[config.mk]
export PLATFORM = sky130hd
export DESIGN_NAME = spi_filter_top
export DESIGN_NICKNAME = d
export VERILOG_FILES = /design/src/spi_cmd_pkg.sv /design/src/filter_cfg_pkg.sv /design/src/spi_cmd_decode.sv /design/src/spi_cmd_policy.sv /design/src/we_mask_regs.sv /design/src/spi_filter_log.sv /design/src/spi_filter_top.sv
export SDC_FILE = /design/constraint.sdc
export NUM_CORES = 1
export LEC_CHECK = 0
export ABC_AREA = 1
export BUFFER_PORTS_ARGS = -buffer_cell sky130_fd_sc_hd__buf_4
export CORE_ASPECT_RATIO = 0.9
export CORE_UTILIZATION = 45
export DETAILED_ROUTE_END_ITERATION = 10
export PLACE_DENSITY = 0.73
export SLEW_MARGIN = 40
export SYNTH_ARGS = -nofsm -noshare
export SYNTH_HDL_FRONTEND = slang
export SYNTH_SLANG_ARGS = --single-unit
[constraint.sdc]
create_clock -name clock -period 2.66 [get_ports clock]
set_input_delay 0 -clock clock [delete_from_list [all_inputs] [get_ports clock]]
set_output_delay 0 -clock clock [all_outputs]
set_load 0.03 [all_outputs]
[src/spi_cmd_pkg.sv]
// spi command set: opcodes, command classes and frame widths of the monitored bus
package spi_cmd_pkg;

    ////////////////////////////////////////////////////////////
    // frame geometry
    ////////////////////////////////////////////////////////////
    localparam int CMD_BITS   = 8;                      // opcode is the first byte on mosi
    localparam int ADDR_BITS  = 32;                     // the bus always runs 4-byte addressing
    localparam int FRAME_BITS = CMD_BITS + ADDR_BITS;   // nothing after the address matters here
    localparam int CNT_BITS   = $clog2(FRAME_BITS + 1); // bit counter saturates at FRAME_BITS

    ////////////////////////////////////////////////////////////
    // opcodes
    ////////////////////////////////////////////////////////////
    // reads, status and write-enable latch control are always let through
    localparam logic [CMD_BITS-1:0] OP_READ4B      = 8'h13;
    localparam logic [CMD_BITS-1:0] OP_FAST_READ4B = 8'h0C;
    localparam logic [CMD_BITS-1:0] OP_RDSR        = 8'h05;
    localparam logic [CMD_BITS-1:0] OP_RDID        = 8'h9F;
    localparam logic [CMD_BITS-1:0] OP_WREN        = 8'h06;
    localparam logic [CMD_BITS-1:0] OP_WRDI        = 8'h04;

    // program and erase only pass when their 4 kB sector is enabled
    localparam logic [CMD_BITS-1:0] OP_PP4B        = 8'h12;
    localparam logic [CMD_BITS-1:0] OP_SE4B        = 8'h21;

    // reason bit reported in the filtered-command record
    localparam logic REASON_SECTOR  = 1'b0;             // write or erase to a protected sector
    localparam logic REASON_ILLEGAL = 1'b1;             // opcode not on the list at all

    typedef enum logic [1:0] {
        CLS_ALLOWED = 2'd0,                             // passes untouched
        CLS_WRITE   = 2'd1,                             // decided once the address is in
        CLS_ILLEGAL = 2'd2                              // decided on the opcode alone
    } cmd_class_t;

endpackage

[src/filter_cfg_pkg.sv]
// filter configuration: flash geometry, write-enable mask sizing and apb register map
package filter_cfg_pkg;

    ////////////////////////////////////////////////////////////
    // flash and sector geometry
    ////////////////////////////////////////////////////////////
    localparam int FLASH_ADDR_BITS = 20;                // 1 MB part, upper address bits ignored
    localparam int SECTOR_BITS     = 12;                // 4 kB per write-enable bit
    localparam int SECTOR_IDX_BITS = FLASH_ADDR_BITS - SECTOR_BITS;

    typedef logic [SECTOR_IDX_BITS-1:0] sector_idx_t;   // address bits 19:12

    ////////////////////////////////////////////////////////////
    // write-enable mask
    ////////////////////////////////////////////////////////////
    localparam int MASK_WORD_BITS = 32;
    localparam int MASK_WORDS     = 8;                  // 8 x 32 bits covers all 256 sectors
    localparam int WORD_IDX_BITS  = $clog2(MASK_WORDS);     // sector bits 7:5 pick the word
    localparam int BIT_IDX_BITS   = $clog2(MASK_WORD_BITS); // sector bits 4:0 pick the bit
    localparam int BYTE_OFF_BITS  = $clog2(MASK_WORD_BITS / 8);
    localparam int MASK_SPAN      = MASK_WORDS * (MASK_WORD_BITS / 8); // bytes of address space

    ////////////////////////////////////////////////////////////
    // apb register map
    ////////////////////////////////////////////////////////////
    localparam int APB_ADDR_BITS = 6;
    localparam int APB_DATA_BITS = 32;

    localparam logic [APB_ADDR_BITS-1:0] REG_MASK_BASE   = 6'h00; // words at 0x00 to 0x1c
    localparam logic [APB_ADDR_BITS-1:0] REG_FILTER_INFO = 6'h20; // read only

    // filtered-command record layout
    localparam int INFO_ADDR_LSB   = 14;                // address bits 31:14 land in 31:14
    localparam int INFO_COUNT_BITS = 5;                 // count field sits in 12:8
    localparam int INFO_COUNT_MAX  = 31;

endpackage

[src/spi_cmd_decode.sv]
// spi frame decoder: oversamples the monitored bus and pulls out opcode and 32-bit address
`timescale 1ns/1ps

module spi_cmd_decode (
    input  wire                                 clock,
    input  wire                                 i_rst_n,
    input  wire                                 i_spi_sclk,     // host sclk, slow next to clock
    input  wire                                 i_spi_mosi,
    input  wire                                 i_spi_csn,
    output logic                                o_cmd_valid,    // one clock, opcode complete
    output logic [spi_cmd_pkg::CMD_BITS-1:0]    o_cmd,
    output logic                                o_addr_valid,   // one clock, address complete
    output logic [spi_cmd_pkg::ADDR_BITS-1:0]   o_addr,
    output logic                                o_frame_end     // one clock after csn goes high
);
    import spi_cmd_pkg::*;

    logic [2:0]           sclk_q;     // two sync stages plus last value for the edge
    logic [2:0]           csn_q;
    logic [1:0]           mosi_q;     // kept in step with sclk_q[1]
    logic                 sclk_rise;  // sampling edge inside a frame
    logic                 csn_rise;   // host has released the flash
    logic                 bit_take;   // this edge carries an opcode or address bit
    logic [CNT_BITS-1:0]  bit_cnt;    // bits taken in the current frame
    logic [ADDR_BITS-1:0] shift_q;
    logic [ADDR_BITS-1:0] shift_next;

    ////////////////////////////////////////////////////////////
    // pin sampling
    ////////////////////////////////////////////////////////////
    always_ff @(posedge clock or negedge i_rst_n) begin
        if (!i_rst_n) begin
            sclk_q <= '0;
            csn_q  <= '1;                             // bus starts idle, no false frame end
            mosi_q <= '0;
        end else begin
            sclk_q <= {sclk_q[1:0], i_spi_sclk};
            csn_q  <= {csn_q[1:0], i_spi_csn};
            mosi_q <= {mosi_q[0], i_spi_mosi};
        end
    end

    assign sclk_rise  = sclk_q[1] & ~sclk_q[2] & ~csn_q[1]; // edges with csn high are ignored
    assign csn_rise   = csn_q[1] & ~csn_q[2];
    assign bit_take   = sclk_rise & (bit_cnt < CNT_BITS'(FRAME_BITS));
    assign shift_next = {shift_q[ADDR_BITS-2:0], mosi_q[1]}; // msb first

    ////////////////////////////////////////////////////////////
    // bit counter and strobes
    ////////////////////////////////////////////////////////////
    always_ff @(posedge clock or negedge i_rst_n) begin
        if (!i_rst_n) begin
            bit_cnt      <= '0;
            o_cmd_valid  <= 1'b0;
            o_addr_valid <= 1'b0;
            o_frame_end  <= 1'b0;
        end else begin
            o_cmd_valid  <= bit_take & (bit_cnt == CNT_BITS'(CMD_BITS - 1));
            o_addr_valid <= bit_take & (bit_cnt == CNT_BITS'(FRAME_BITS - 1));
            o_frame_end  <= csn_rise;
            if (csn_rise) begin
                bit_cnt <= '0;                        // ready for the next frame
            end else if (bit_take) begin
                bit_cnt <= bit_cnt + 1'b1;
            end
        end
    end

    // data path, frozen once the address is in so o_addr holds for the policy
    always_ff @(posedge clock) begin
        if (bit_take) begin
            shift_q <= shift_next;
        end
        if (bit_take && bit_cnt == CNT_BITS'(CMD_BITS - 1)) begin
            o_cmd <= shift_next[CMD_BITS-1:0];        // opcode would shift out under the address
        end
    end

    assign o_addr = shift_q;

endmodule

[src/spi_cmd_policy.sv]
// command policy: classifies opcodes, checks sector write enables and raises the csn block
`timescale 1ns/1ps

module spi_cmd_policy (
    input  wire                                 clock,
    input  wire                                 i_rst_n,
    input  wire                                 i_filter_disable,   // permissive mode
    input  wire                                 i_cmd_valid,
    input  wire  [spi_cmd_pkg::CMD_BITS-1:0]    i_cmd,
    input  wire                                 i_addr_valid,
    input  wire  [spi_cmd_pkg::ADDR_BITS-1:0]   i_addr,
    input  wire                                 i_frame_end,
    input  wire                                 i_sector_we,        // mask bit for o_sector
    output filter_cfg_pkg::sector_idx_t         o_sector,
    output logic                                o_block,            // holds csn high to the flash
    output logic                                o_block_event,
    output logic                                o_block_reason,
    output logic [spi_cmd_pkg::CMD_BITS-1:0]    o_cmd,
    output logic [spi_cmd_pkg::ADDR_BITS-1:0]   o_addr              // zero for illegal opcodes
);
    import spi_cmd_pkg::*;
    import filter_cfg_pkg::*;

    cmd_class_t cls_now;    // class of the opcode on i_cmd
    cmd_class_t cls_q;      // class of the command in flight
    logic       blk_cmd;    // illegal opcode, decided on the opcode
    logic       blk_addr;   // protected sector, decided on the address

    always_comb begin
        case (i_cmd)
            OP_READ4B, OP_FAST_READ4B, OP_RDSR,
            OP_RDID, OP_WREN, OP_WRDI: cls_now = CLS_ALLOWED;
            OP_PP4B, OP_SE4B:          cls_now = CLS_WRITE;
            default:                   cls_now = CLS_ILLEGAL;
        endcase
    end

    // sector lookup is combinational so the decision lands on the addr_valid edge
    assign o_sector = i_addr[FLASH_ADDR_BITS-1:SECTOR_BITS];
    assign blk_cmd  = i_cmd_valid & (cls_now == CLS_ILLEGAL) & ~i_filter_disable;
    assign blk_addr = i_addr_valid & (cls_q == CLS_WRITE) & ~i_sector_we & ~i_filter_disable;

    ////////////////////////////////////////////////////////////
    // block flag
    ////////////////////////////////////////////////////////////
    always_ff @(posedge clock or negedge i_rst_n) begin
        if (!i_rst_n) begin
            cls_q          <= CLS_ALLOWED;
            o_block        <= 1'b0;
            o_block_event  <= 1'b0;
            o_block_reason <= REASON_SECTOR;
        end else begin
            o_block_event <= blk_cmd | blk_addr;      // same edge the flag sets
            if (i_frame_end) begin
                cls_q   <= CLS_ALLOWED;
                o_block <= 1'b0;                      // host released csn, let the next frame go
            end else begin
                if (i_cmd_valid) begin
                    cls_q <= cls_now;
                end
                if (blk_cmd | blk_addr) begin
                    o_block <= 1'b1;
                end
            end
            if (blk_cmd | blk_addr) begin
                o_block_reason <= blk_cmd ? REASON_ILLEGAL : REASON_SECTOR;
            end
        end
    end

    // record payload for the log, valid while o_block_event is high
    always_ff @(posedge clock) begin
        if (i_cmd_valid) begin
            o_cmd <= i_cmd;
        end
        if (blk_cmd) begin
            o_addr <= '0;                             // no address has been sent yet
        end else if (blk_addr) begin
            o_addr <= i_addr;
        end
    end

endmodule

[src/we_mask_regs.sv]
// apb slave for the sector write-enable bitmap, with read-back of the filter record
`timescale 1ns/1ps

module we_mask_regs (
    input  wire                                         clock,
    input  wire                                         i_rst_n,
    input  wire                                         i_psel,
    input  wire                                         i_penable,
    input  wire                                         i_pwrite,
    input  wire  [filter_cfg_pkg::APB_ADDR_BITS-1:0]    i_paddr,
    input  wire  [filter_cfg_pkg::APB_DATA_BITS-1:0]    i_pwdata,
    input  filter_cfg_pkg::sector_idx_t                 i_sector,       // from the policy
    input  wire  [filter_cfg_pkg::APB_DATA_BITS-1:0]    i_filter_info,
    output logic [filter_cfg_pkg::APB_DATA_BITS-1:0]    o_prdata,
    output logic                                        o_pready,
    output logic                                        o_pslverr,
    output logic                                        o_sector_we     // 1 = sector may be written
);
    import filter_cfg_pkg::*;

    logic [MASK_WORD_BITS-1:0] mask_q [MASK_WORDS];   // one bit per 4 kB sector
    logic                      access;                // apb access phase
    logic                      is_mask;
    logic                      is_info;
    logic [APB_ADDR_BITS-1:0]  mask_off;              // byte offset into the mask window
    logic [WORD_IDX_BITS-1:0]  word_idx;

    ////////////////////////////////////////////////////////////
    // address decode
    ////////////////////////////////////////////////////////////
    assign access   = i_psel & i_penable;
    assign mask_off = i_paddr - REG_MASK_BASE;        // wraps high below the base
    assign is_mask  = (mask_off < MASK_SPAN);
    assign is_info  = (i_paddr == REG_FILTER_INFO);
    assign word_idx = mask_off[BYTE_OFF_BITS +: WORD_IDX_BITS];

    assign o_pready = 1'b1;                           // every access finishes in one cycle

    // unmapped addresses and writes to the read-only record are errors
    assign o_pslverr = access & ~is_mask & (~is_info | i_pwrite);

    always_comb begin
        if (is_mask) begin
            o_prdata = mask_q[word_idx];
        end else if (is_info) begin
            o_prdata = i_filter_info;
        end else begin
            o_prdata = '0;
        end
    end

    ////////////////////////////////////////////////////////////
    // mask storage
    ////////////////////////////////////////////////////////////
    always_ff @(posedge clock or negedge i_rst_n) begin
        if (!i_rst_n) begin
            for (int i = 0; i < MASK_WORDS; i++) begin
                mask_q[i] <= '0;                      // every sector protected out of reset
            end
        end else if (access && i_pwrite && is_mask) begin
            mask_q[word_idx] <= i_pwdata;
        end
    end

    // sector 7:5 picks the word and 4:0 the bit inside it
    assign o_sector_we = mask_q[i_sector[SECTOR_IDX_BITS-1 -: WORD_IDX_BITS]]
                               [i_sector[BIT_IDX_BITS-1:0]];

endmodule

[src/spi_filter_log.sv]
// filtered-command record: last blocked opcode, its address, the reason and a saturating count
`timescale 1ns/1ps

module spi_filter_log (
    input  wire                                         clock,
    input  wire                                         i_rst_n,
    input  wire                                         i_block_event,
    input  wire                                         i_block_reason,
    input  wire  [spi_cmd_pkg::CMD_BITS-1:0]            i_cmd,
    input  wire  [spi_cmd_pkg::ADDR_BITS-1:0]           i_addr,
    output logic [filter_cfg_pkg::APB_DATA_BITS-1:0]    o_filter_info
);
    import spi_cmd_pkg::*;
    import filter_cfg_pkg::*;

    logic [INFO_COUNT_BITS-1:0] count_q;    // count field of the current record
    logic [INFO_COUNT_BITS-1:0] count_next;

    assign count_q    = o_filter_info[CMD_BITS +: INFO_COUNT_BITS];
    assign count_next = (count_q == INFO_COUNT_BITS'(INFO_COUNT_MAX)) ? count_q
                                                                     : count_q + 1'b1;

    // layout is {addr 31:14, reason, count, opcode}
    always_ff @(posedge clock or negedge i_rst_n) begin
        if (!i_rst_n) begin
            o_filter_info <= '0;
        end else if (i_block_event) begin
            o_filter_info <= {i_addr[ADDR_BITS-1:INFO_ADDR_LSB], i_block_reason,
                              count_next, i_cmd};
        end
    end

endmodule

[src/spi_filter_top.sv]
// spi flash command filter top: decode, policy, mask registers, log and the csn gate
`timescale 1ns/1ps

module spi_filter_top (
    input  wire                                         clock,
    input  wire                                         i_rst_n,
    input  wire                                         i_filter_disable,   // 1 lets everything through
    input  wire                                         i_psel,
    input  wire                                         i_penable,
    input  wire                                         i_pwrite,
    input  wire  [filter_cfg_pkg::APB_ADDR_BITS-1:0]    i_paddr,
    input  wire  [filter_cfg_pkg::APB_DATA_BITS-1:0]    i_pwdata,
    input  wire                                         i_spi_sclk,         // monitored host bus
    input  wire                                         i_spi_mosi,
    input  wire                                         i_spi_csn,
    output logic [filter_cfg_pkg::APB_DATA_BITS-1:0]    o_prdata,
    output logic                                        o_pready,
    output logic                                        o_pslverr,
    output logic                                        o_spi_csn           // to the flash
);
    import spi_cmd_pkg::*;
    import filter_cfg_pkg::*;

    logic                     cmd_valid;
    logic [CMD_BITS-1:0]      cmd;
    logic                     addr_valid;
    logic [ADDR_BITS-1:0]     addr;
    logic                     frame_end;
    sector_idx_t              sector;
    logic                     sector_we;
    logic                     block;                  // registered, so no glitch reaches csn
    logic                     block_event;
    logic                     block_reason;
    logic [CMD_BITS-1:0]      log_cmd;
    logic [ADDR_BITS-1:0]     log_addr;
    logic [APB_DATA_BITS-1:0] filter_info;

    spi_cmd_decode u_decode (
        .clock          (clock),
        .i_rst_n        (i_rst_n),
        .i_spi_sclk     (i_spi_sclk),
        .i_spi_mosi     (i_spi_mosi),
        .i_spi_csn      (i_spi_csn),
        .o_cmd_valid    (cmd_valid),
        .o_cmd          (cmd),
        .o_addr_valid   (addr_valid),
        .o_addr         (addr),
        .o_frame_end    (frame_end)
    );

    spi_cmd_policy u_policy (
        .clock            (clock),
        .i_rst_n          (i_rst_n),
        .i_filter_disable (i_filter_disable),
        .i_cmd_valid      (cmd_valid),
        .i_cmd            (cmd),
        .i_addr_valid     (addr_valid),
        .i_addr           (addr),
        .i_frame_end      (frame_end),
        .i_sector_we      (sector_we),
        .o_sector         (sector),
        .o_block          (block),
        .o_block_event    (block_event),
        .o_block_reason   (block_reason),
        .o_cmd            (log_cmd),
        .o_addr           (log_addr)
    );

    we_mask_regs u_regs (
        .clock          (clock),
        .i_rst_n        (i_rst_n),
        .i_psel         (i_psel),
        .i_penable      (i_penable),
        .i_pwrite       (i_pwrite),
        .i_paddr        (i_paddr),
        .i_pwdata       (i_pwdata),
        .i_sector       (sector),
        .i_filter_info  (filter_info),
        .o_prdata       (o_prdata),
        .o_pready       (o_pready),
        .o_pslverr      (o_pslverr),
        .o_sector_we    (sector_we)
    );

    spi_filter_log u_log (
        .clock          (clock),
        .i_rst_n        (i_rst_n),
        .i_block_event  (block_event),
        .i_block_reason (block_reason),
        .i_cmd          (log_cmd),
        .i_addr         (log_addr),
        .o_filter_info  (filter_info)
    );

    // the host csn passes through until a block, then the flash sees it high
    assign o_spi_csn = i_spi_csn | block;

endmodule

======== Word-level counts from Yosys, hierarchy flattened ========
Index checks and enable logic that the tools add are counted.
storage, ports and cells
  register bits after elaboration ......... 390
  bits in latches ......................... 0
  bits in writable memories ............... 0
  ROM bits ................................ 0
  bits of input ports ..................... 47
  logic and storage cells ................. 105
  memories kept ........................... 0
operators by class
  add/subtract/negate cells ............... 2
  $mul .................................... 0
  div/mod/pow operators ................... 0
  order comparisons ....................... 6
  equality and inequality tests ........... 14
  shift operators ......................... 0
  multiplexer cells ....................... 21
  bitwise gates (word level) .............. 27
  reductions and logical operators ........ 10
operators with widths
  cell                 count
  $bwmux 256           1
  $mux 32              7
  $bmux 32 s3          2
  $demux 32 s3         1
  $eq 8x3->1 const B   3
  $eq 8x5->1 const B   2
  $and 1x1->1          14
  $eq 6x6->1 const B   2
  $lt 6x6->1 const B   2
  $mux 6               2
  $eq 8x4->1 const B   1
  $eq 8x6->1 const B   1
  $eq 8x8->1 const B   1
  $ge 4x4->1 const B   2
  $not 1->1            8
  $not 3->4            2
  $add 6x1->6 const B  1
  $eq 6x3->1 const B   1
  $lt 5x6->1 const B   1
  $reduce_bool 2->1    3
  $reduce_or 6->1      1
  $add 5x1->5 const B  1
  $bmux 1 s5           1
  $eq 5x5->1 const B   1
  10 further kinds     19

======== Logic depth before layout (Yosys ltp) ========
Gate-level depths: netlist of the first run.
  depth in word-level cells ............... 12
  gate-level depth with buffers ........... 18
  mapped depth without buffers ............ 14

======== By module ========
From an unflattened synthesis of the first run, not the netlist that was laid out.
unflattened totals
  cell total of the unflattened synthesis .. 2310
  area total of the unflattened synthesis .. 18776.8 µm²
modules (own cells, without submodules)
  module          times used  cells each  area an instance (µm²)  sequential area each (µm²)
  we_mask_regs    1           1841        13608.1                 6406.1
  spi_cmd_policy  1           210         1959.4                  1006.0
  spi_cmd_decode  1           111         1910.6                  1630.3
  spi_filter_log  1           145         1287.5                  800.8
  spi_filter_top  1           3           11.3                    0.0

======== Least setup slack after synthesis of the first run ========
Ideal clock, no wire load.
  kind .................................... reg2reg
  start ................................... register u_decode.csn_q[1]
  end ..................................... register u_decode.o_cmd[0] in the netlist's numbering, enable pin
  setup time .............................. 0.373 ns
  data arrival time ....................... 2.175 ns
  required time ........................... 2.287 ns
  setup slack ............................. 0.112 ns
  cell stages (with the launch flop) ...... 9
  buffers on the path ..................... 0
  period minus slack after synthesis ...... 2.548 ns
  cell sequence ........................... dfstp_2 inv_1 nand2_1 nor2_1 o21a_1 nand2_1 nor2_1 nand2_1 nor2_1
on the way
  longest elaborated chain between the ends .. 4
RTL lines
  element                   RTL line              text
  start: declaration        spi_cmd_decode.sv:19  logic [2:0] csn_q;
  start signal: assignment  spi_cmd_decode.sv:38  csn_q <= {csn_q[1:0], i_spi_csn};
  $not 1->1                 spi_cmd_decode.sv:43  assign sclk_rise = sclk_q[1] & ~sclk_q[2] & ~csn_q[1];
  $and 1x1->1               spi_cmd_decode.sv:43
  $and 1x1->1               spi_cmd_decode.sv:45  assign bit_take = sclk_rise & (bit_cnt < CNT_BITS'(FRAME_BITS));
  net u_decode.bit_take     spi_cmd_decode.sv:23  logic bit_take;
  $logic_and 1x1->1         spi_cmd_decode.sv:74  if (bit_take && bit_cnt == CNT_BITS'(CMD_BITS - 1)) begin
  end signal: assignment    spi_cmd_decode.sv:75  o_cmd <= shift_next[CMD_BITS-1:0];
  end: declaration          spi_cmd_decode.sv:11  output logic [spi_cmd_pkg::CMD_BITS-1:0] o_cmd,
The timed path passes the listed nets, and every way through them passes these cells.
A chain may end at the register's enable or synchronous reset.

======== Worst setup path after layout of the first run ========
  start ................................... register u_decode.shift_q[17] (netlist: u_decode.o_addr[17])
  end ..................................... register u_policy.o_addr[24] in the netlist's numbering
on the way
  longest elaborated chain between the ends .. 9
RTL lines
  element                                      RTL line              text
  start: declaration                           spi_cmd_decode.sv:25  logic [ADDR_BITS-1:0] shift_q;
  start signal: assignment                     spi_cmd_decode.sv:72  shift_q <= shift_next;
  $not 3->4 (not written as such)              we_mask_regs.sv:66    assign o_sector_we = mask_q[i_sector[SECTOR_IDX_BITS-1 -: WORD_IDX_BITS]]
  $bmux 32 s3                                  we_mask_regs.sv:66
  $mux 32 (not written as such) (2 in series)  we_mask_regs.sv:66
  $bmux 1 s5                                   we_mask_regs.sv:66
  $mux 1 (not written as such)                 we_mask_regs.sv:66
  $not 1->1                                    spi_cmd_policy.sv:41  assign blk_addr = i_addr_valid & (cls_q == CLS_WRITE) & ~i_sector_we & ~i_filter_disable;
  $and 1x1->1 (2 in series)                    spi_cmd_policy.sv:41
  end signal: assignment                       spi_cmd_policy.sv:79  o_addr <= i_addr;
  end: declaration                             spi_cmd_policy.sv:19  output logic [spi_cmd_pkg::ADDR_BITS-1:0] o_addr
No other way between the ends. The select of a mux whose other input is x is not followed.

==> flow_summary.toml, run 1 <==
[yosys]
synth_top_family_by_area = "simple AND/OR/NAND/NOR gates"
syn_nets = 2203
synth_cells = 2153
synthTopCellsByArea = "dfrtp_1, nand2_1, o21ai_0"
synth_cell_types = 38
yosysSeqAreaShare_pct = 54.1
yosys.area_share.simple_pct = 25.2
synth_top_area_share_pct = 43.4
synthXorXnorAreaFrac_pct = 0.149
syn_area_um2 = 17700
synthMuxAreaShare_pct = 0
synth_compound_area_share_pct = 14.1
yosysTopAreaCell = "dfrtp_1"
yosysWarnings = 0
synth.avg_cell_area_um2 = 8.22
ys_ff_latch = 376
yosys.area_share.adder_pct = 0.269

[pwr]
power_leakage_nw = 9.38
powerDensity_nw_per_um2 = 688
ir_drop_v = 0.000447
finalPower_mw = 14.3

[timing]
setup_viol = 0
tightest_slew_ps = 783
timing.final.crit_period_ps = 2490
hold_violations = 0
finalCritPeriodShare_pct = 93.7
fmax_ghz = 0.401
fin_worst_skew_ps = 14.3
fin_ws_ps = 167
maxSlewHeadroom_pct = 47.8
slew_violations = 0
holdWs_ps = 50.9

[clock_network]
tritoncts = "done"
clock_latency_ps = 550
cts.sinks = 376
cts-root-buf = "clkbuf_16"
cts_buffers = 40
htree_levels = 2
clock_path_buffers = 3
clkSlewWorstSetupHoldPaths_ps = 60

[die]
die-area_um2 = 40100
ios = 82
core_area_um2 = 38500
row_count = 68
die_h_um = 190
start_util_pct = 45.9
die_w_um = 211

[run]
drv_cap = 0

[setup_path]
critPathCaptureType = "register"
path_class = "reg -> reg"
path_max_fanout = 39
crit_chain = "buf_12, clkinv_4, buf_12, nand2_1, nand3_1, nand3_1, nand3_1, nand3_1, nand2_1, nand2_1, nand3_1, nand3b_1, nand3_2, buf_12, nand2_1, nand2_1, nor2_1"
slowest_stage = "edfxtp_1"
required_ps = 3100
arrival_ps = 2930
slowest_delay_ps = 490
worstSetupStartpointType = "register"

[global_route]
grt_pass1_vias = 15744
antenna_found_initial = 0
track_usage_pct = 27.4
grt_max_degree = 119
overflow = 0
grt_first_pass_wirelength_um = 85900

[place]
dp_hpwl_um = 33000
place_congestion = 0.893
dpl_worst_slack_ps = 220
io_buffer_count = 80
place_inst = 2677

[drt]
first_pass_iters = 9
wl_per_cell_um = 19.7
vias_per_cell = 5.84
ant_nets = 0
drcViolationCount = 0
finalWirelength_um = 54900
num_vias = 16291
drtIter0Drc = 2122

[finish]
fillCellCount = 3428
multi_input_area_um2 = 7090
final_cells = 2790
fin_nets = 2285
final_cell_mix = "nand2_1, o21ai_0, dfrtp_1, nand3_1, buf_4"
layout-drive-gt1-share_pct = 10.1
final_common_cell = "nand2_1"
antenna_cells = 0
register_area_um2 = 9560
syn2layout_area_growth_pct = 17.3

[worst_hold_path]
hp-class = "in -> async"

[run_status]
outcome = "complete, no violations"
-- critical path: cells and delay by family, from the launching register on --
kind	cells	cell delay [ps]
and+or+nand+nor	13	1170
buffers and inverters	4	690
DFF	1	490
-- per-stage QoR --
stage          cell area [µm²]  TNS (ps)  utilization (%)
3_5_place_dp             19000         0             49.3
4_1_cts                  20700         0             53.7
2_1_floorplan            17700         0                -
5_1_grt                  20800     -23.7             53.9
3_3_place_gp             19000         0             49.3
6_report                 20800         0             53.9
-- report_power, final --
group / total [mW] / internal [mW] / switching [mW]
Combinational: 1.66 / 0.634 / 1.02
Sequential: 6.86 / 6.38 / 0.479
Clock: 5.76 / 3.47 / 2.29
Total: 14.3 / 10.5 / 3.79
-- sequential cells by signal (all words and copies together), names as in the netlist --
name	cells
u_regs.mask_q	256
u_decode.o_addr	32
u_log.o_filter_info	32
u_policy.o_addr	18
u_decode.o_cmd	8
u_policy.o_cmd	8
u_decode.bit_cnt	6
u_decode.csn_q	3
u_decode.sclk_q	3
u_decode.mosi_q	2
u_policy.cls_q	2
u_decode.o_addr_valid	1
u_decode.o_cmd_valid	1
u_decode.o_frame_end	1
u_policy.o_block	1
u_policy.o_block_event	1
u_policy.o_block_reason	1
-- path summary, 6_finish.rpt --
kind	slack, ps	from	depth (start not counted)	end
max in group asynchronous	1630	i_rst_n	3	u_log.o_filter_info[4]
worst min-delay path	50	i_rst_n	2	u_regs.mask_q[47]
worst max-delay path	170	u_decode.o_addr[17]	17	u_policy.o_addr[24]
worst min register to register	350	u_decode.mosi_q[0]	0	u_decode.mosi_q[1]
worst max register to register	170	u_decode.o_addr[17]	17	u_policy.o_addr[24]
min in group clock	90	i_filter_disable	3	u_policy.o_block_event
-- kinds of logic (layout without fill, tap and decap cells) --
logic type | Yosys count | count (layout)
and+or+nand+nor | 1077 | 1077
DFF | 376 | 376
buffers and inverters | 257 | 369
xor gates and xnor gates | 3 | 3
AOI/OAI and AO/OA | 435 | 435
adders and majority gates | 4 | 4
other | 1 | 1
-- cell type report --
type | count | share of cell area (%)
sequential | 376 | 46.1
multi-input combinational | 1520 | 34.2
timing repair buffer | 184 | 8.11
clock buffer | 61 | 5.55
tap | 525 | 3.16
inverter | 113 | 2.07
clock inverter | 11 | 0.898
-- cells in the mapped netlist, drive strengths merged --
cell type    n
ha           3
edfxtp      48
o2bb2ai      2
dfstp        3
conb         1
and3         1
inv        112
nand2      724
o21ai      321
nand3b       1
dfrtp      307
a21oi       13
maj3         1
a22oi       45
o21a         1
clkbuf      86
nor3         8
nand3      262
o211ai       2
a221oi      28
buf         58
clkinv       1
nand4       23
a21boi       1
a22o        21
nor3b        1
xor2         3
a32o         1
or2          2
nor2        55
dfxtp       18
-- metal layers --
metal,vias to the layer above,track usage [%],wire (µm),share of wire (%)
met5,-,0,0,0
met1,7695,36.1,21300,39
li1,7371,-,-,-
met2,1020,43.1,25100,46
met3,205,5.55,5820,11
met4,0,13.5,2670,4.9
-- repair_timing --
item / CTS / global route
setup endpoints to repair: 0 / 20
gates resized for setup: 0 / 6
hold buffers: 36 / 0
setup buffers: 0 / 3
endpoints found under the hold margin: 441 / 0
(Power assumes the default switching activity.)
==> run 2: changes to the inputs <==
--- a/config.mk
+++ b/config.mk
@@ -8,9 +8,10 @@
 export ABC_AREA = 1
 export BUFFER_PORTS_ARGS = -buffer_cell sky130_fd_sc_hd__buf_4
 export CORE_ASPECT_RATIO = 0.9
+export CORE_MARGIN = 2
 export CORE_UTILIZATION = 45
 export DETAILED_ROUTE_END_ITERATION = 10
-export PLACE_DENSITY = 0.73
+export PLACE_DENSITY = 0.7
 export SLEW_MARGIN = 40
 export SYNTH_ARGS = -nofsm -noshare
 export SYNTH_HDL_FRONTEND = slang
==> run 2 against run 1 <==
Net effect:
- hold slack worse by 8.2 ps
- critical path type unchanged
- largest power group unchanged
- clock skew up 4.8 ps
- flip-flop and latch count unchanged
- sequential share of layout area down 0.11 points
==> flow_summary.toml, run 2 (same netlist as run 1, synthesis figures left out) <==
[timing]
holdWs_ps = 42.6
tightest_slew_ps = 781
finalSetupTns_ps = 0
slew_violations = 0
timing.final.crit_period_ps = 2460
setup_viol = 0
hold_violations = 0
fmax_ghz = 0.407
finalCritPeriodShare_pct = 92.5
maxSlewHeadroom_pct = 47.9
rsz0062_at_grt = "no"
fin_ws_ps = 200
fin_worst_skew_ps = 19.2

[drt]
drtIter0Drc = 2052
num_vias = 16126
ant_nets = 0
vias_per_cell = 5.79
wl_per_cell_um = 19.9
finalWirelength_um = 55600
drcViolationCount = 0
first_pass_iters = 6

[place]
place_area_um2 = 19000
dpl_worst_slack_ps = 303
place_congestion = 0.884
io_buffer_count = 80
dp_hpwl_um = 33900

[finish]
final_common_cell = "nand2_1"
register_area_um2 = 9560
regMostFlops = "u_regs.mask_q"
fin_nets = 2282
multi_input_area_um2 = 7090
final_cell_mix = "nand2_1, o21ai_0, dfrtp_1, nand3_1, buf_4"
antenna_cells = 0
post-route-util_pct = 54.0
fillCellCount = 3466
largest_reg_flops = 256
top_regs = "u_regs.mask_q: 256 flops, u_decode.o_addr: 32 flops, u_log.o_filter_info: 32 flops"
layout-drive-gt1-share_pct = 10.3
syn2layout_area_growth_pct = 17.6
final_area_um2 = 20800

[setup_path]
required_ps = 3110
worstSetupStartpointType = "register"
path_max_fanout = 83
ff2ff_path_depth = 15
slowest_delay_ps = 500
rrSetupSlack_ps = 200
arrival_ps = 2910
cpMostUsedCell = "nand3_1"
reg2reg_from = "u_decode.o_addr[17]"
path_class = "reg -> reg"
slowest_stage = "edfxtp_1"
crit_chain = "buf_12, nand2_1, nand3_1, nand3_1, nand3_1, nand3_1, nand2_1, nand2_1, nand3_1, nand3b_1, nand3_2, buf_12, nand3_1, nand2_1, inv_1"
critPathCaptureType = "register"
reg2reg_to = "u_policy.o_block"

[clock_network]
tritoncts = "done"
cts.sinks = 376
clkSlewWorstSetupHoldPaths_ps = 60
cts-hold-fix-buffers = 36
cts_buffers = 39
clock_latency_ps = 550
clock_path_buffers = 3
ctsResizeCount = 0
cts-root-buf = "clkbuf_16"
htree_levels = 2
postCtsSetupBuffers = 0

[die]
die-area_um2 = 40900
ios = 82
row_count = 68
die_h_um = 192
core_area_um2 = 38500
die_w_um = 213
start_util_pct = 45.9

[global_route]
overflow = 0
track_usage_pct = 27.6
antenna_found_initial = 0
grt_max_degree = 86
grt_pass1_vias = 15322
grt_first_pass_wirelength_um = 87000

[pwr]
powerDensity_nw_per_um2 = 699
power_leakage_nw = 9.42
ir_drop_v = 0.000437

[run]
drv_cap = 0

[run_status]
outcome = "complete, no violations"

[worst_hold_path]
hp-class = "in -> async"
-- run 2: worst max path at each step --
stage                                endpoint  slack (ps)  depth (start not counted)                start
after floorplan             u_decode.o_cmd[0]         110                          8    u_decode.csn_q[1]
after global placement       u_policy.o_block         310                         16  u_decode.o_addr[17]
after detailed placement  u_policy.o_addr[25]         300                         15  u_decode.o_addr[17]
after CTS                 u_policy.o_addr[25]         280                         15  u_decode.o_addr[18]
after global routing         u_policy.o_block          20                         15  u_decode.o_addr[17]
final                        u_policy.o_block         200                         15  u_decode.o_addr[17]
-- run 2: per-stage QoR --
stage | cells | power, mW
floorplan | 2153 | 7.81
finish | 2786 | 14.5
global placement | 2680 | 8.46
global route | 2786 | 15.1
detailed placement | 2680 | 8.53
CTS | 2786 | 14.6
-- run 2: layout make-up --
type | instances | area share (%)
multi-input cells | 1520 | 34.1
flip-flops and latches | 376 | 46.0
clock inverters | 13 | 1.24
clock buffers | 57 | 5.60
repair buffers | 182 | 7.94
inverters | 113 | 2.05
well taps | 525 | 3.16
-- run 2: critical path, delay by kind of cell, from the launching register on --
kind          cells  cell delay [ps]
buf+inv           3              620
flops             1              500
simple gates     12             1170
-- run 2: power breakdown --
part | internal (mW) | switching, mW | leakage (nW)
logic | 0.633 | 1.02 | 4.01
clock network | 3.72 | 2.32 | 0.695
registers | 6.38 | 0.477 | 4.71
-- run 2: routing by layer --
| layer | track usage, % | wire length [µm] | part of all wire (%) | vias up |
|---|---|---|---|---|
| met3 | 4.99 | 5390 | 9.7 | 174 |
| met2 | 42.5 | 24600 | 44 | 917 |
| met4 | 14.4 | 2900 | 5.2 | 0 |
| li1 | - | - | - | 7372 |
| met1 | 37.5 | 22600 | 41 | 7663 |
| met5 | 0 | 0 | 0 | - |
